### src/hw/uram_defines.svh
`ifndef URAM_DEFINES_SVH
`define URAM_DEFINES_SVH

// Array geometry
`define URAM_DEPTH			64
`define URAM_ADDR_W			6

// ECC word split
`define URAM_DATA_W			64
`define URAM_CHECK_W		8
`define URAM_WORD_W			72

// Raw byte lanes of one word
`define URAM_LANES			9

// Words 0 up to this count form the ECC region
`define URAM_SCRUB_WORDS	32

`endif

### src/hw/uram_ctrl_pkg.sv
`default_nettype none

package uram_ctrl_pkg;

	// Issuer of a port A access
	typedef enum logic {
		OWNER_HOST	= 1'b0,
		OWNER_SCRUB	= 1'b1
	} uram_owner_e;

	// Outcome of one decoded read
	typedef enum logic [1:0] {
		ECC_CLEAN		= 2'd0,
		ECC_CORRECTED	= 2'd1,
		ECC_FATAL		= 2'd2
	} uram_ecc_status_e;

endpackage

`default_nettype wire

### src/hw/uram_word_pkg.sv
`default_nettype none
`include "uram_defines.svh"

package uram_word_pkg;

	// One stored word
	// Raw port B sees nine byte lanes
	// SECDED logic sees check bits above the payload
	typedef union packed {
		logic [`URAM_LANES-1:0][7:0]	lanes;
		struct packed {
			// Overall parity in the top bit, Hamming bits below
			logic [`URAM_CHECK_W-1:0]	check;
			logic [`URAM_DATA_W-1:0]	data;
		} ecc;
	} uram_word_u;

endpackage

`default_nettype wire

### src/hw/uram_port_arbiter.sv
`default_nettype none
`include "uram_defines.svh"

module uram_port_arbiter(
	input wire									clk,
	input wire									rst_n,

	// Host request
	input wire									a_en,
	input wire									a_wr,
	input wire [`URAM_ADDR_W-1:0]				a_addr,
	input wire [`URAM_DATA_W-1:0]				a_wdata,
	input wire									a_inject_seu,
	input wire									a_inject_deu,

	// Host return
	output logic [`URAM_DATA_W-1:0]			a_rdata,
	output logic								a_rdaccess,
	output logic								a_seu,
	output logic								a_deu,

	// Scrubber request
	input wire									scrub_req,
	input wire									scrub_wr,
	input wire [`URAM_ADDR_W-1:0]				scrub_addr,
	input wire [`URAM_DATA_W-1:0]				scrub_wdata,
	output logic								scrub_gnt,

	// Scrubber return
	output logic								scrub_rdaccess,
	output logic [`URAM_DATA_W-1:0]			scrub_rdata,
	output uram_ctrl_pkg::uram_ecc_status_e		scrub_status,

	// Memory port A
	output logic								m_en,
	output logic								m_wr,
	output logic [`URAM_ADDR_W-1:0]			m_addr,
	output uram_word_pkg::uram_word_u			m_wdata,
	output logic								m_inject_seu,
	output logic								m_inject_deu,
	input wire uram_word_pkg::uram_word_u		m_rdata,
	input wire									m_rdaccess,
	input wire									m_seu,
	input wire									m_deu
);
	import uram_ctrl_pkg::*;

	// Owner of the read returning next cycle
	uram_owner_e	rd_owner;

	// Host wins whenever it strobes
	assign scrub_gnt = scrub_req && !a_en;

	assign m_en = a_en || scrub_req;
	assign m_wr = a_en ? a_wr : scrub_wr;
	assign m_addr = a_en ? a_addr : scrub_addr;

	// Check bits come from the encoder in the block
	always_comb begin
		m_wdata = '0;
		m_wdata.ecc.data = a_en ? a_wdata : scrub_wdata;
	end

	// Scrubber never injects
	assign m_inject_seu = a_en && a_inject_seu;
	assign m_inject_deu = a_en && a_inject_deu;

	always_ff @(posedge clk or negedge rst_n) begin
		if (!rst_n)
			rd_owner <= OWNER_HOST;
		else if (m_en && !m_wr)
			rd_owner <= a_en ? OWNER_HOST : OWNER_SCRUB;
	end

	// Host return
	assign a_rdaccess = m_rdaccess && (rd_owner == OWNER_HOST);
	assign a_rdata = m_rdata.ecc.data;
	assign a_seu = a_rdaccess && m_seu;
	assign a_deu = a_rdaccess && m_deu;

	// Scrubber return, flags folded into one status
	assign scrub_rdaccess = m_rdaccess && (rd_owner == OWNER_SCRUB);
	assign scrub_rdata = m_rdata.ecc.data;
	always_comb begin
		if (m_deu)
			scrub_status = ECC_FATAL;
		else if (m_seu)
			scrub_status = ECC_CORRECTED;
		else
			scrub_status = ECC_CLEAN;
	end

	// Host strobes are never stalled
	host_priority_chk: assert property (@(posedge clk) disable iff (!rst_n)
		a_en && !a_wr |=> a_rdaccess);

endmodule

`default_nettype wire

### config.mk
export PLATFORM = sky130hd
export DESIGN_NAME = uram_port_arbiter
export DESIGN_NICKNAME = d
export VERILOG_FILES = /design/src/hw/uram_ctrl_pkg.sv /design/src/hw/uram_word_pkg.sv /design/src/hw/uram_port_arbiter.sv
export VERILOG_INCLUDE_DIRS = /design/src /design/src/hw
export SDC_FILE = /design/constraint.sdc
export NUM_CORES = 1
export LEC_CHECK = 0
export BUFFER_PORTS_ARGS = -buffer_cell sky130_fd_sc_hd__buf_2
export CAP_MARGIN = 5
export CORE_AREA = 5 5 170 172
export DETAILED_ROUTE_END_ITERATION = 6
export DIE_AREA = 0 0 175 177
export SLEW_MARGIN = 20
export SYNTH_ARGS = -nofsm -noshare
export SYNTH_HDL_FRONTEND = slang
export SYNTH_SLANG_ARGS = --single-unit
### constraint.sdc
create_clock -name clk -period 1.05 [get_ports clk]
set_input_delay 0.21 -clock clk [delete_from_list [all_inputs] [get_ports clk]]
set_output_delay 0.21 -clock clk [all_outputs]
set_load 0.01 [all_outputs]
* Word-level counts from Yosys, hierarchy flattened
Cells that the tools add are included.
** Word-level totals
- Flip-flop bits (word level) :: 1
- Output and inout port bits :: 217
- Logic and storage cells :: 19
** Cells by class
- Muxes and demuxes :: 6
- Bitwise gates (word level) :: 1
- Reductions and logical operators :: 11
** Operator list (number)
- $mux 64 :: 1
- $logic_and 1x1->1 :: 8
- $mux 6 :: 1
- $mux 1 :: 3
- $logic_not 1->1 :: 2
- $mux 2 :: 1
- $logic_or 1x1->1 :: 1
- $not 1->1 :: 1

* Longest topological paths before layout
- Depth in word-level cells :: 3
- Mapped depth :: 3
- Gate-level depth less buffers :: 2

* Least setup slack after synthesis
No wires, ideal clock.
- Path kind :: input -> output
- Start :: input a_en
- End :: output m_wdata[56] (netlist bit)
- Arrival :: 864 ps
- Data required time :: 840 ps
- Path slack :: -24 ps
- Stages on the path :: 3
- Path buffers :: 2
- Cell sequence :: buf_4 > buf_6 > mux2_1
** RTL lines
- start: declaration :: RTL line uram_port_arbiter.sv:9 : input wire a_en,
- end: declaration :: RTL line uram_port_arbiter.sv:38 : output uram_word_pkg::uram_word_u m_wdata,

==> qor.yml <==
rsz0062_at_grt: "true"
drt_iter0_markers: 21
ys_ff_latch: 1
synth_edf_count: 0
area_growth_pct: 72.3
worst-endpoint-arrival_ps: 950
place_congestion: 0.659
cp-start-kind: "input pin"
die_y_um: 177
min_path_type: "input pin to output pin"
maxCapViolations: 0
failed_checks: "setup timing"
status: "finished, violations left"
hold_start: "m_rdata[23]"
regToRegSetupSlack_ps: 270
core_um2: 27300
synth_seq_area_share_pct: 1.18
synth.area.top_cells: "buf_4 (49%), mux2_4 (21%), mux2_2 (19%), mux2_1 (2.7%), buf_6 (2.1%)"
critPathCaptureType: "output pin"
reg2reg_to: "rd_owner"
detailed_place_hpwl_mm: 7.04
largest_registers: "rd_owner x1"
power.density_nw_per_um2: 464
die_x_um: 175
synth.cell_area_um2: 2110
synth_commonest_cells: "buf_4 (138), mux2_2 (36), mux2_4 (30), and2_1 (5), mux2_1 (5)"
r2r-start: "rd_owner"
fin_crit_ps: 1160
worstPathMaxFanout: 6
timing.final.ws_setup_ps: -114
setup_violations: 75
antenna_cells: 0
rows: 61
fillers: 3064
grt.met3_usage_pct: 3.97
io_pins: 440
avgSynthCellArea_um2: 9.18
grt-ovfl-total: 0
clockPowerShare_pct: 0
p_comb_share_pct: 97.3
synth_top_cell_by_area: "buf_4"
ys_warn_count: 0
grt_max_degree: 12
drc: 0
grt_use_met2_pct: 7.96
grtUsageMet1_pct: 5.25
async_flop_share_pct: 100
antenna_found_initial: 1
wire_per_inst_um: 14.2
dp.cells: 675
pre_cts_ws_ps: -307
num_vias: 1921
slew_violations: 0
yosys_most_used_dff: "dfrtp_1"
final_layout_size_suffix_gt1_share_pct: 95.0
required_ps: 840
grt_use_total_pct: 4.97
p_sw_mw: 0.574
synth_top_area_share_pct: 49.1
ant_nets: 0
p_seq_share_pct: 2.7
swShare_pct: 34.0
post_dp_cell_area_um2: 2700
port_buffers: 231
grt_first_pass_wirelength_mm: 11.9
first_global_vias: 1957
p_int_mw: 1.11
top_register: "rd_owner"
finalNonFillerCells: 687
firstDrtPassIters: 4
dieArea_um2: 31000
grt_busiest_layer: "met2"
wirelength_mm: 9.74
ff2ff_path_depth: 2
fin_nets: 566
clk_latency_ps: 0
finalInstanceArea_um2: 3640
hold_viol_final: 0
worstSetupPathType: "input pin to output pin"
max_freq_ghz: 0.859
finalClockSkew_ps: 0
hold_end: "a_rdata[23]"
leakage_nw: 1.91
whs_ps: 420
synth_most_common_cell: "buf_4"
initial_core_util_pct: 7.73
vdd_drop_max_uv: 120
synth_cells: 230
vias_per_cell: 2.80
holdPathStages: 0
largest_reg_flops: 1
synth.distinct_cells: 13
finalCritPeriodShare_pct: 111
final_util_pct: 13.3
through the flow:
stage	TNS, ps	power (mW)
after floorplan	0	1.12
after global placement	-18010	1.12
after detailed placement	-18000	1.13
after CTS	-7350	1.51
after global routing	-8020	1.79
final	-6280	1.69
layer usage:
layer	share of wire [%]	up-vias
li1	-	834
met1	36	822
met2	45	255
met3	18	10
met4	0.59	0
met5	0	-
critical path: stages:
cell and delay [ps]:
buf_16 130, clkbuf_16 170, mux2_4 310, buf_6 120
power groups by stage:
stage                     sequential (mW)  clock [mW]  combinational (mW)
after detailed placement           0.0461           0                1.08
after CTS                          0.0462           0                1.46
after floorplan                    0.0453           0                1.07
final                              0.0458           0                1.64
after global routing               0.0462           0                1.74
after global placement             0.0462           0                1.07
what timing repair did:
action                                  in CTS  in global routing
hold buffers                                 1                  0
hold endpoints to repair                     1                  0
pin swaps                                    0                  1
buffers inserted                             2                  2
resized for setup                           92                 57
gates cloned                                 5                  2
endpoints found under the setup margin      74                 77
final cells by class:
type / count / area, µm² / area share, %
multi-input cells: 91 / 1190 / 32.7
well taps: 346 / 433 / 11.9
repair buffers: 249 / 1990 / 54.7
flip-flops and latches: 1 / 25.0 / 0.688
worst max path at each step:
stage,to,slack (ps),start
4_1_cts,m_wdata[20],-140,a_en
3_5_place_dp,m_wdata[13],-310,a_en
2_1_floorplan,m_wdata[56],10,a_en
3_3_place_gp,m_wdata[13],-300,a_en
5_1_grt,m_wdata[18],-140,a_en
6_report,m_wdata[18],-110,a_en
placed cells by master (no fill, tap or decap), types with 2 or more instances in the layout:
cell,n
buf_4,2
mux2_4,71
buf_8,4
buf_16,6
nor2b_1,2
and2_4,2
clkbuf_16,2
buf_6,76
buf_2,155
conb_1,8
and2_1,3
buf_12,3
cell families after synthesis:
group	synth area share [%]
AOI/OAI and AO/OA	0.415
other	0.178
DFF	1.18
and+or+nand+nor	3.14
muxes	43.2
buffers and inverters	51.9
(Power assumes the default switching activity.)
