===== src/hw/uram_defines.svh =====
`ifndef URAM_DEFINES_SVH
`define URAM_DEFINES_SVH

// Array geometry
`define URAM_DEPTH			64
`define URAM_ADDR_W			6

// ECC word split
`define URAM_DATA_W			64
`define URAM_CHECK_W		8
`define URAM_WORD_W			72

// Raw byte lanes of one word
`define URAM_LANES			9

// Words 0 up to this count form the ECC region
`define URAM_SCRUB_WORDS	32

`endif


===== src/hw/uram_ctrl_pkg.sv =====
`default_nettype none

package uram_ctrl_pkg;

	// Issuer of a port A access
	typedef enum logic {
		OWNER_HOST	= 1'b0,
		OWNER_SCRUB	= 1'b1
	} uram_owner_e;

	// Outcome of one decoded read
	typedef enum logic [1:0] {
		ECC_CLEAN		= 2'd0,
		ECC_CORRECTED	= 2'd1,
		ECC_FATAL		= 2'd2
	} uram_ecc_status_e;

endpackage

`default_nettype wire


===== src/hw/uram_scrubber.sv =====
`default_nettype none
`include "uram_defines.svh"

module uram_scrubber(
	input wire									clk,
	input wire									rst_n,
	input wire									scrub_en,

	// Request to the arbiter
	output logic								scrub_req,
	output logic								scrub_wr,
	output logic [`URAM_ADDR_W-1:0]			scrub_addr,
	output logic [`URAM_DATA_W-1:0]			scrub_wdata,
	input wire									scrub_gnt,

	// Read return
	input wire									scrub_rdaccess,
	input wire [`URAM_DATA_W-1:0]				scrub_rdata,
	input wire uram_ctrl_pkg::uram_ecc_status_e	scrub_status,

	// Results
	output logic [15:0]							scrub_fixed,
	output logic [15:0]							scrub_fatal,
	output logic								scrub_pass
);
	import uram_ctrl_pkg::*;

	// FSM states
	localparam logic [1:0] ST_READ = 2'd0;
	localparam logic [1:0] ST_WAIT = 2'd1;
	localparam logic [1:0] ST_WB = 2'd2;

	localparam logic [`URAM_ADDR_W-1:0] LAST_ADDR = `URAM_ADDR_W'(`URAM_SCRUB_WORDS - 1);

	logic [1:0]	state;
	logic		fixed_hit;
	logic		fatal_hit;
	logic		advance;

	// New reads only while enabled, write-back always finishes
	assign scrub_req = (state == ST_READ && scrub_en) || state == ST_WB;
	assign scrub_wr = state == ST_WB;

	// Current word done
	assign fixed_hit = state == ST_WB && scrub_gnt;
	assign fatal_hit = state == ST_WAIT && scrub_rdaccess && scrub_status == ECC_FATAL;
	assign advance = fixed_hit ||
		(state == ST_WAIT && scrub_rdaccess && scrub_status != ECC_CORRECTED);

	always_ff @(posedge clk or negedge rst_n) begin
		if (!rst_n) begin
			state <= ST_READ;
			scrub_addr <= '0;
			scrub_fixed <= '0;
			scrub_fatal <= '0;
			scrub_pass <= 1'b0;
		end else begin
			case (state)
				ST_READ: begin
					if (scrub_gnt)
						state <= ST_WAIT;
				end
				ST_WAIT: begin
					if (scrub_rdaccess)
						state <= (scrub_status == ECC_CORRECTED) ? ST_WB : ST_READ;
				end
				ST_WB: begin
					if (scrub_gnt)
						state <= ST_READ;
				end
				default: state <= ST_READ;
			endcase

			// Wrap to the start of the region
			if (advance)
				scrub_addr <= (scrub_addr == LAST_ADDR) ? '0 : scrub_addr + 1'b1;
			scrub_pass <= advance && scrub_addr == LAST_ADDR;

			// Saturating error counts
			if (fixed_hit && scrub_fixed != '1)
				scrub_fixed <= scrub_fixed + 1'b1;
			if (fatal_hit && scrub_fatal != '1)
				scrub_fatal <= scrub_fatal + 1'b1;
		end
	end

	// Corrected word kept for write-back
	always_ff @(posedge clk) begin
		if (state == ST_WAIT && scrub_rdaccess)
			scrub_wdata <= scrub_rdata;
	end

	// Raw region stays untouched
	scrub_region_chk: assert property (@(posedge clk) disable iff (!rst_n)
		scrub_req |-> scrub_addr <= LAST_ADDR);

endmodule

`default_nettype wire


===== config.mk =====
export PLATFORM = sky130hd
export DESIGN_NAME = uram_scrubber
export DESIGN_NICKNAME = d
export VERILOG_FILES = /design/src/hw/uram_ctrl_pkg.sv /design/src/hw/uram_scrubber.sv
export VERILOG_INCLUDE_DIRS = /design/src /design/src/hw
export SDC_FILE = /design/constraint.sdc
export NUM_CORES = 1
export LEC_CHECK = 0
export BUFFER_PORTS_ARGS = -buffer_cell sky130_fd_sc_hd__buf_2
export CELL_PAD_IN_SITES_DETAIL_PLACEMENT = 1
export CELL_PAD_IN_SITES_GLOBAL_PLACEMENT = 1
export CORE_MARGIN = 2
export CORE_UTILIZATION = 33
export DETAILED_ROUTE_END_ITERATION = 6
export PLACE_DENSITY_LB_ADDON = 0.1
export SYNTH_ARGS = -nofsm -noshare
export SYNTH_HDL_FRONTEND = slang
export SYNTH_SLANG_ARGS = --single-unit

===== constraint.sdc =====
create_clock -name clk -period 3 [get_ports clk]
set_input_delay 0.6 -clock clk [delete_from_list [all_inputs] [get_ports clk]]
set_output_delay 0.6 -clock clk [all_outputs]
set_load 0.005 [all_outputs]

Word level (Yosys, flattened, before mapping)
Index checks and enable logic that the tools add are counted.
- flip-flop bits (word level): 105
- input bits: 71
- output and inout bits: 105
- word-level logic and storage cells: 38
- add/subtract/negate cells: 3
- eq/ne operators: 11
- muxes and demuxes: 6
- reduce and logical (&&, ||, !) cells: 12
- operators by type and width (kind ; number):
    $add A16 B1 Y16 const B ; 2
    $ne A16 B16 Y1 const B ; 2
    $logic_and A1 B1 Y1 ; 8
    $mux W2 ; 4
    $add A6 B1 Y6 const B ; 1
    $eq A6 B5 Y1 const B ; 1
    $mux W6 ; 1
    $pmux W2 S3 ; 1
    $eq A2 B1 Y1 const B ; 2
    $eq A2 B2 Y1 const B ; 2
    $ne A2 B1 Y1 const B ; 2
    $ne A2 B2 Y1 const B ; 2
    $reduce_and A3 Y1 ; 1
    $logic_not A2 Y1 ; 1
    $logic_or A1 B1 Y1 ; 2

Logic depth before layout (Yosys ltp)
Gate-level depths: netlist (run 1).
- word-level depth: 5
- gate-level depth with buffers: 5
- gate-level depth less buffers: 5

Worst setup path after synthesis (run 1)
OpenSTA, ideal clock, no wires.
- kind: in2reg
- start point: input scrub_rdaccess
- end point: register scrub_addr[5]
- library setup time: 0.125 ns
- data arrival time: 2.891 ns
- required time: 2.875 ns
- slack: -0.015 ns
- stages on the path: 5
- buffers on the path: 0
- cells stage by stage: nand3b_2 -> inv_1 -> a21oi_2 -> nor3_1 -> mux2_2
- word-level cells in the longest chain between the ends: 3
- ends and longest elaborated chain (element ; line ; RTL):
    start: declaration ; uram_scrubber.sv:17 ; input wire scrub_rdaccess,
    $logic_and A1 B1 Y1 (2 in series) ; uram_scrubber.sv:48 ; (state == ST_WAIT && scrub_rdaccess && scrub_status != ECC_CORRECTED);
    $logic_or A1 B1 Y1 ; uram_scrubber.sv:47 ; assign advance = fixed_hit ||
    end signal: assignment ; uram_scrubber.sv:76 ; scrub_addr <= (scrub_addr == LAST_ADDR) ? '0 : scrub_addr + 1'b1;
    end: declaration ; uram_scrubber.sv:12 ; output logic [`URAM_ADDR_W-1:0] scrub_addr,
Every way passes these cells.
A chain may end at the register's enable or synchronous reset.

Worst setup path in the final report (run 1)
- start point: register state[1]
- end point: register scrub_wdata[11], enable pin
- word-level cells in the longest chain between the ends: 2
- ends and longest elaborated chain (element ; line ; RTL):
    start: declaration ; uram_scrubber.sv:35 ; logic [1:0] state;
    start signal: assignment ; uram_scrubber.sv:65 ; state <= (scrub_status == ECC_CORRECTED) ? ST_WB : ST_READ;
    $eq A2 B1 Y1 ; uram_scrubber.sv:89 ; if (state == ST_WAIT && scrub_rdaccess)
    $logic_and A1 B1 Y1 ; uram_scrubber.sv:89 ;
    end signal: assignment ; uram_scrubber.sv:90 ; scrub_wdata <= scrub_rdata;
    end: declaration ; uram_scrubber.sv:13 ; output logic [`URAM_DATA_W-1:0] scrub_wdata,
Every way passes these cells.

==> results of run 1 <==
==> Yosys cell counts, drive strengths merged <==
cell type	count	share of area
nand3b	2	0.0047
and3	5	0.0082
and4	4	0.0091
xnor2	13	0.029
buf	1	0.0028
nor3b	2	0.0038
inv	2	0.0019
ha	3	0.0094
nand2	14	0.013
o2bb2ai	1	0.0022
or2	3	0.0047
o211ai	1	0.0019
a31oi	1	0.0016
nand4b	1	0.0022
nor3	9	0.013
mux2	5	0.015
nand3	9	0.011
nor4b	2	0.0076
nand2b	3	0.0047
nor2	8	0.0082
nand4	13	0.024
nor4	6	0.016
a21o	1	0.0019
o41ai	1	0.0022
dfrtp	41	0.26
edfxtp	64	0.48
or3	3	0.0050
xor2	16	0.035
o21ai	1	0.0013
o21a	1	0.0019
nor2b	2	0.0031
clkbuf	1	0.00094
a211oi	2	0.0038
and3b	1	0.0022
a21oi	5	0.0072
==> final cells by class <==
class | instances | area share
Clock buffer | 9 | 0.0424
Clock inverter | 6 | 0.0113
Inverter | 2 | 0.00212
Multi-Input combinational cell | 138 | 0.189
Sequential cell | 105 | 0.554
Tap cell | 147 | 0.0346
Timing Repair Buffer | 176 | 0.166
==> cells by family (layout without fill, tap and decap cells) <==
family | after synthesis | after routing | synth area share
DFF | 105 | 105 | 0.741
adders and majority gates | 3 | 3 | 0.00944
and+or+nand+nor | 87 | 87 | 0.141
buffers and inverters | 4 | 193 | 0.00566
muxes | 5 | 5 | 0.0151
xor gates and xnor gates | 29 | 29 | 0.0639
AOI/OAI and AO/OA | 14 | 14 | 0.0239
==> placed cells by master (no fill, tap or decap), drive strengths merged <==
| cell type | n |
|---|---|
| nor4 | 6 |
| ha | 3 |
| bufinv | 1 |
| nand2 | 14 |
| o2bb2ai | 1 |
| a21o | 1 |
| clkinvlp | 2 |
| a31oi | 1 |
| nor3b | 2 |
| mux2 | 5 |
| edfxtp | 64 |
| o211ai | 1 |
| nand3 | 9 |
| nand4 | 13 |
| nor2b | 2 |
| nor3 | 9 |
| o41ai | 1 |
| buf | 176 |
| or3 | 3 |
| dfrtp | 41 |
| nand3b | 2 |
| xnor2 | 13 |
| and3b | 1 |
| clkbuf | 9 |
| a21oi | 5 |
| xor2 | 16 |
| a211oi | 2 |
| or2 | 3 |
| and3 | 5 |
| nand2b | 3 |
| o21ai | 1 |
| o21a | 1 |
| nand4b | 1 |
| and4 | 4 |
| clkinv | 4 |
| nor4b | 2 |
| nor2 | 8 |
| inv | 1 |
==> report_power, final <==
part | internal [uW] | total (uW) | switching [uW]
Clock | 638 | 1140 | 498
Combinational | 222 | 464 | 242
Sequential | 1730 | 1850 | 116
Total | 2590 | 3450 | 856
==> flip-flops by register name, indices dropped and copies added, names as in the netlist <==
| signal | count |
|---|---|
| scrub_addr | 6 |
| scrub_fatal | 16 |
| scrub_fixed | 16 |
| scrub_pass | 1 |
| scrub_wdata | 64 |
| state | 2 |
==> per-stage QoR <==
| step | hold WS, ns | cell area, um2 | total power, uW | setup WS, ns |
|---|---|---|---|---|
| after floorplan | 0.304 | 3980 | 2060 | 0.402 |
| after global placement | 0.479 | 5030 | 2330 | 0.973 |
| after detailed placement | 0.496 | 5030 | 2360 | 0.912 |
| after CTS | 0.417 | 5320 | 3520 | 1.04 |
| after global routing | 0.414 | 5320 | 3640 | 0.917 |
| final | 0.406 | 5320 | 3450 | 1.10 |
==> per-layer routing <==
layer  vias to the layer above  part of all wire  GRT usage
li1                       1299                 -          -
met1                      1350              0.44      0.210
met2                       120              0.46      0.240
met3                        10             0.083     0.0452
met4                         0             0.012     0.0610
met5                         -                 0          0
==> worst paths after layout <==
path	from	to	slack, ns	cells past startpoint
max	state[1]	scrub_wdata[11]	1.10	3
min	rst_n	scrub_fatal[0]	0.41	1
max reg2reg	state[1]	scrub_wdata[11]	1.10	3
min reg2reg	scrub_addr[4]	scrub_addr[4]	0.50	1
max in group asynchronous	rst_n	scrub_fixed[8]	1.99	1
min in group clk	scrub_rdata[1]	scrub_wdata[1]	0.43	1
==> metrics.yaml, run 1 <==
diodes: 0
post_cts_resized: 0
fin_cells: 583
rsz0062_at_grt: "no"
seq_area_um2: 2950
critPathMaxFanout: 64
grt_antenna_before_repair: 0
core_um2: 11900
cp-end-kind: "flip-flop"
fill_cells: 1277
dieArea_um2: 12900
finalHoldViolations: 0
crit_buf_inv: 2
htree_levels: 3
boundaryPins: 176
vias: 2779
cts_hold_buf: 0
clk_path_buf_depth: 2
wl_per_cell_um: 17.0
arrival_ns: 1.87
grt_max_degree: 65
max_freq_ghz: 0.526
die_w_um: 114
clock-root-buffer: "clkbuf_16"
drv_slew: 0
max-vdd-ir-drop_mv: 0.248
power_density_nw_per_um2: 648
viasPerCell: 4.77
nNetsFinal: 506
setup_violations: 0
clk_pin_slew_ns: 0.07
leakagePower_uw: 0.00243
rows: 40
cts_setup_buffers: 0
yosysWarningCount: 0
tns_ns: 0
post-place-cells: 568
fin_skew_ns: 0.00733
layout_min_cycle_time_ns: 1.90
syn_inst: 247
gp_congestion: 0.719
synth_nets: 321
drc_errors: 0
holdCritPathClass: "input pin to async pin"
grt_pass1_wl_um: 15300
finalCoreUtilization: 0.448
slowest_stage: "buf_4"
cts_buffers: 9
postSynthAreaPerCell_um2: 16.1
critPathKind: "flip-flop to flip-flop"
worstPathRequired_ns: 2.97
cp-start-kind: "flip-flop"
hpwl_um: 7450
yosysUniqueCellTypes: 47
drv_cap: 0
multi_input_area_um2: 1010
layout-drive-gt1-share: 0.486
cts_tree: "yes"
first_global_vias: 2693
syn_to_final_growth_pct: 33.7
cp_cell_sequence: "nand3b_2, clkinvlp_4, buf_4"
cts.sinks: 105
initial_core_util: 0.335
dr.pass1.iters: 4
grtUsageTotal: 0.156
worst_skew_pair.late_latency_ns: 0.34
grt-ovfl-total: 0
slowest_delay_ns: 0.64
synth_seq_cells: 105
first_iter_violations: 128
max_slew_margin: 0.365
cp_top_family: "buffers and inverters"
finalWirelength_um: 9930
timing.final.crit_share: 0.634
ys_seq_area_frac: 0.741
port_buffers: 175
ant_nets: 0
status: "finished clean"
synth_area_um2: 3980
die_h_um: 114
tightest_slew_ns: 0.953
No activity file was read; power rests on OpenSTA's default activity.
==> run 2: changes to the inputs <==
- ABC_AREA: unset -> 1
- CORE_UTILIZATION: 33 -> 32
- clock period: 3 -> 1.75 ns (I/O delays scaled with it)
==> metrics.yaml, run 2 <==
status: "finished clean"
final_cell_mix: "175 x buf_2, 153 x nand2_1, 64 x edfxtp_1, 41 x nor2_1, 41 x dfrtp_1"
synth_top_area_share: 0.444  # -0.0390
drv_slew: 0  # unchanged
rsz0062_at_grt: "no"
postSynthAreaPerCell_um2: 10.5  # -35%
layout-drive-gt1-share: 0.367  # -0.119
fin_skew_ns: 0.0102  # +0.00288 ns
top_regs: "scrub_wdata: 64 flops, scrub_fatal: 16 flops, scrub_fixed: 16 flops"
finalHoldViolations: 0  # unchanged
grtUsageTotal: 0.175  # +0.0186
layout_min_cycle_time_ns: 1.59  # -0.316 ns
dieArea_um2: 14500  # +12%
cp-end-kind: "flip-flop"
power_density_nw_per_um2: 1150  # +77%
synth_seq_cells: 105  # unchanged
cts_buffers: 9  # unchanged
first_global_vias: 3553  # +32%
clk_path_buf_depth: 2  # unchanged
holdCritPathClass: "input pin to flip-flop"
fin_hold_ws_ns: 0.176  # -0.230 ns
yosysWarningCount: 0  # unchanged
viasPerCell: 4.50  # -5.6%
die_h_um: 120  # +5.7%
largest_reg_flops: 64  # unchanged
max_slew_margin: 0.721  # +0.356
htree_levels: 3  # unchanged
startpoint: "scrub_fixed[1]"
clk_pin_slew_ns: 0.07  # about the same
cts_tree: "yes"
core_um2: 13200  # +12%
ant_nets: 0  # unchanged
regMostFlops: "scrub_wdata"
min_from: "scrub_rdata[11]"
setup_violations: 0  # unchanged
cts.sinks: 105  # unchanged
worst_skew_pair.late_latency_ns: 0.35  # about the same
worstPathRequired_ns: 1.97  # -1.00 ns
critPathMaxFanout: 11  # -83%
worst_r2r_endpoint: "scrub_fixed[7]"
min_path_cells: 1
synthTopCellsByArea: "edfxtp_1 44%, dfrtp_1 24%, nand2_1 13%"
rows: 42  # +5.0%
drc_errors: 0  # unchanged
synth_nets: 485  # +51%
clock-root-buffer: "clkbuf_16"
drv_cap: 0  # unchanged
min_to: "scrub_wdata[11]"
max-vdd-ir-drop_mv: 0.438  # +77%
nNetsFinal: 684  # +35%
max_freq_ghz: 0.630  # +20%
die_w_um: 120  # +5.7%
finalCoreUtilization: 0.443  # -0.00519
layout_commonest_cell: "buf_2"
gp_congestion: 0.773  # +7.5%
synth_common_cells: "155 x nand2_1, 64 x edfxtp_1, 43 x nor2_1"
rr_worst_depth: 9  # +6
synthArstFlopShare: 0.390  # unchanged
grt_antenna_before_repair: 0  # unchanged
wl_per_cell_um: 15.6  # -8.2%
initial_core_util: 0.327  # -0.00861
ys_seq_area_frac: 0.682  # -0.0598
tightest_slew_ns: 0.417  # -0.536 ns
yosysUniqueCellTypes: 27  # -43%
stdcell_area_um2: 5870  # +10%
syn_inst: 411  # +66%
leakagePower_uw: 0.00275  # +13%
timing.final.crit_share: 0.907  # +0.272
synth_flop_cell: "edfxtp_1"
grt_pass1_wl_um: 19500  # +28%
yosys.area.top_type: "edfxtp_1"
vias: 3561  # +28%
synth_edf_count: 64  # unchanged
port_buffers: 175  # unchanged
cp-start-kind: "flip-flop"
synth_area_um2: 4330  # +8.8%
hpwl_um: 9490  # +27%
synth_most_common_cell: "nand2_1"
boundaryPins: 176  # unchanged
finalWirelength_um: 12400  # +25%
reg2reg_slack_ns: 0.16  # -0.93 ns
diodes: 0  # unchanged
first_iter_violations: 194  # +52%
critPathKind: "flip-flop to flip-flop"
arrival_ns: 1.81  # -0.06 ns
grt_max_degree: 65  # unchanged
syn_to_final_growth_pct: 35.7
reg2reg_from: "scrub_fixed[1]"
dr.pass1.iters: 4  # unchanged
grt-ovfl-total: 0  # unchanged
post_dp_cell_area_um2: 5500  # +9.2%
## run 2: cell types whose count changed in the layout (fill, tap and decap cells not counted), sizes merged, moves of 9 or more
cell / before / now
inv: 1 / 37
nand2: 14 / 158
o21ai: 1 / 15
buf: 176 / 191
nor2: 8 / 48
xnor2: 13 / 4
## run 2: critical path: stages (launching register included)
cell	delay, ns
dfrtp_1	0.41
ha_2	0.25
nand3_2	0.12
inv_2	0.10
nand2_2	0.05
nor2_1	0.15
nor2_2	0.07
buf_4	0.18
nand2_1	0.06
o21ai_0	0.07
## run 2: cell type report
type                       count  area (um2)
tap                          176         220
multi-input combinational    268        1230
clock buffer                  10         239
sequential                   105        2950
fill                        1560        7370
timing repair buffer         192        1030
clock inverter                 6        71.3
inverter                      34         128
## run 2: how the worst max path moves through the flow
stage / cells past startpoint / endpoint / slack (ns)
floorplan: 9 / scrub_addr[4] / -0.52
global placement: 9 / scrub_fatal[6] / 0.11
detailed placement: 9 / scrub_fatal[6] / 0.03
CTS: 9 / scrub_fixed[2] / 0.005
global route: 9 / scrub_fixed[10] / 0.001
finish: 9 / scrub_fixed[7] / 0.16
## run 2: kinds of logic (layout without fill, tap and decap cells)
logic type               Yosys count  in the layout  synth area share
buffers and inverters             38            242            0.0391
adder cells (fa/ha/maj)            3              3           0.00868
AO/OA/AOI/OAI                     19             19            0.0240
AND/OR/NAND/NOR                  234            234             0.222
flip-flops                       105            105             0.682
XOR/XNOR                          12             12            0.0243
## run 2: through the flow
step	setup slack, ns	setup TNS [ns]	cells	power, uW
floorplan	-0.522	-18.68	411	3930
global placement	0.112	0	768	4600
detailed placement	0.0293	0	768	4650
CTS	0.00543	0	785	6790
global route	0.00105	0	791	7130
finish	0.163	0	791	6720
## run 2: layer usage
layer | GRT usage | wire length, um | share of wire | vias up
li1 | - | - | - | 1732
met2 | 0.282 | 5760 | 0.47 | 119
met3 | 0.0396 | 870 | 0.070 | 15
met4 | 0.0640 | 230 | 0.019 | 0
met5 | 0 | 0 | 0 | -
met1 | 0.231 | 5510 | 0.45 | 1695
## run 2: repair_timing
| item | CTS | global route |
|---|---|---|
| hold endpoints to repair | 13 | 0 |
| hold buffers | 1 | 0 |
| buffers inserted | 0 | 6 |
| gates resized for setup | 0 | 3 |
| endpoints found under the setup margin | 0 | 23 |
## run 2: power by group
group          switching, uW  internal [uW]  total, uW
clock network            943           1170       2110
registers                309           3040       3350
logic                    686            574       1260
==> run 3: changes to the inputs <==
- CORE_MARGIN: 2 -> unset
==> metrics.yaml, run 3 (synthesis gave the netlist of run 2 again) <==
grt_pass1_wl_um: 19400  # -0.95%
cts_buffers: 9  # unchanged
post-place-cells: 765  # -0.39%
use_met2: 0.304  # +0.0225
hpwl_um: 9150  # -3.6%
cp-start-kind: "flip-flop"
die_h_um: 118  # -1.7%
tns_ns: 0  # unchanged
grt-ovfl-total: 0  # unchanged
crit_buf_inv: 2  # unchanged
status: "finished clean"
finalCoreUtilization: 0.440  # -0.00269
power_uw: 6520  # -2.9%
pwr-share-seq: 0.514  # +0.016
first_iter_violations: 242  # +25%
fin_ws_ns: 0.167  # +0.00398 ns
min_from: "scrub_rdata[32]"
vias: 3558  # -0.084%
max_freq_ghz: 0.632  # +0.25%
max_slew_margin: 0.715  # -0.00646
slowest_delay_ns: 0.41  # about the same
final_cell_mix: "175 x buf_2, 153 x nand2_1, 64 x edfxtp_1, 41 x nor2_1, 41 x dfrtp_1"
gp_congestion: 0.778  # +0.67%
grt_util_met1: 0.223  # -0.00835
rsz0062_at_grt: "no"
fin_skew_ns: 0.00553  # -0.00468 ns
crit_cells: 9  # unchanged
rr_worst_depth: 9  # unchanged
drc_errors: 0  # unchanged
boundaryPins: 176  # unchanged
holdCritPathClass: "input pin to flip-flop"
arrival_ns: 1.81  # about the same
nNetsFinal: 680  # -0.58%
p_int_uw: 4600  # -3.7%
min_path_cells: 1  # unchanged
met3_usage: 0.0410  # +0.00140
regMostFlops: "scrub_wdata"
die_w_um: 118  # -1.7%
worstPathRequired_ns: 1.97  # about the same
viasPerCell: 4.52  # +0.42%
slowest_stage: "dfrtp_1"
cts.sinks: 105  # unchanged
worst_r2r_endpoint: "scrub_fixed[11]"
layout-drive-gt1-share: 0.360  # -0.00741
reg2reg_from: "scrub_fixed[0]"
drv_slew: 0  # unchanged
syn_to_final_growth_pct: 34.3
htree_levels: 3  # unchanged
dr.pass1.iters: 4  # unchanged
tightest_slew_ns: 0.427  # +0.00966 ns
pre_cts_ws_ns: 0.00544  # -0.0239 ns
grtUsageTotal: 0.181  # +0.00591
clock-root-buffer: "clkbuf_16"
reg2reg_slack_ns: 0.17  # about the same
wl_per_cell_um: 15.4  # -1.3%
cp-end-kind: "flip-flop"
max-vdd-ir-drop_mv: 0.442  # +0.85%
dieArea_um2: 14000  # -3.3%
fin_cells: 787  # -0.51%
setup_violations: 0  # unchanged
finalHoldViolations: 0  # unchanged
critPathKind: "flip-flop to flip-flop"
drv_cap: 0  # unchanged
first_global_vias: 3535  # -0.51%
cp_top_family: "simple AND/OR/NAND/NOR gates"
cts_tree: "yes"
rows: 42  # unchanged
initial_core_util: 0.328  # +0.00130
startpoint: "scrub_fixed[0]"
power_density_nw_per_um2: 1120  # -1.9%
layout_min_cycle_time_ns: 1.58  # -0.00398 ns
largest_reg_flops: 64  # unchanged
top_usage_layer: "met2"
grt_antenna_before_repair: 0  # unchanged
top_regs: "scrub_wdata: 64 flops, scrub_fatal: 16 flops, scrub_fixed: 16 flops"
p_sw_uw: 1920  # -0.87%
worst_skew_pair.late_latency_ns: 0.34  # about the same
power_frac_clock: 0.296  # -0.018
timing.final.crit_share: 0.904  # -0.00228
port_buffers: 175  # unchanged
diodes: 0  # unchanged
grt_max_degree: 65  # unchanged
finalWirelength_um: 12200  # -1.8%
core_um2: 13200  # -0.40%
p_comb_frac: 0.190  # +0.002
switching_share: 0.295  # +0.00605
ant_nets: 0  # unchanged
layout_commonest_cell: "buf_2"
clk_path_buf_depth: 2  # unchanged
cp_cell_sequence: "ha_1, nand3_2, inv_2, nand2_2, nor2_1, nor2_2, buf_6, nand2_1, o21ai_0"
critPathMaxFanout: 19  # +8
leakagePower_uw: 0.00272  # -1.3%
clk_pin_slew_ns: 0.07  # about the same
min_to: "scrub_wdata[32]"
-- run 3: cell count changes in the layout (fill, tap and decap cells not counted), sizes merged --
cell,previous run,this run
bufinv,1,0
inv,37,36
clkinvlp,1,2
clkbuf,10,11
buf,191,187
-- run 3: final cells by class --
| class | instances | area (um2) |
|---|---|---|
| clock inverter | 5 | 37.5 |
| multi-input combinational | 268 | 1230 |
| inverter | 34 | 128 |
| timing repair buffer | 188 | 1000 |
| sequential | 105 | 2950 |
| clock buffer | 11 | 243 |
| tap | 176 | 220 |
| fill | 1528 | 7380 |
-- run 3: repair_timing --
action | 4_1_cts | 5_1_grt
hold buffers | 1 | 0
setup endpoints to repair | 4 | 23
hold endpoints to repair | 41 | 0
gates cloned | 0 | 0
buffers inserted | 0 | 5
gates resized for setup | 0 | 3
pin swaps | 1 | 1
-- run 3: worst reg2reg max path, stage by stage, from the launching register on --
cell     delay (ns)
dfrtp_1        0.41
ha_1           0.26
nand3_2        0.13
inv_2          0.10
nand2_2        0.05
nor2_1         0.15
nor2_2         0.07
buf_6          0.16
nand2_1        0.07
o21ai_0        0.07
-- run 3: worst max path at each step --
stage / end / slack, ns
2_1_floorplan: scrub_addr[4] / -0.52
3_3_place_gp: scrub_fatal[4] / 0.10
5_1_grt: scrub_fixed[11] / 0.003
6_report: scrub_fixed[11] / 0.17
3_5_place_dp: scrub_fatal[0] / 0.005
4_1_cts: scrub_fatal[1] / 0.02
-- run 3: power by group through the flow --
stage                     combinational (uW)  clock, uW  sequential, uW
after global routing                    1390       2110            3410
after detailed placement                1250          0            3420
after global placement                  1210          0            3390
final                                   1240       1930            3350
after floorplan                          529          0            3400
after CTS                               1260       2000            3360
-- run 3: metrics by stage --
step	area [um2]	hold WS, ns
3_5_place_dp	5480	0.354
3_3_place_gp	5480	0.352
5_1_grt	5810	0.162
2_1_floorplan	4340	0.0544
6_report	5810	0.175
4_1_cts	5770	0.163
-- run 3: layer usage --
layer / vias to the layer above / routed length [um]
met4: 0 / 168
met3: 11 / 750
met5: - / 0
met2: 115 / 5900
li1: 1729 / -
met1: 1703 / 5330
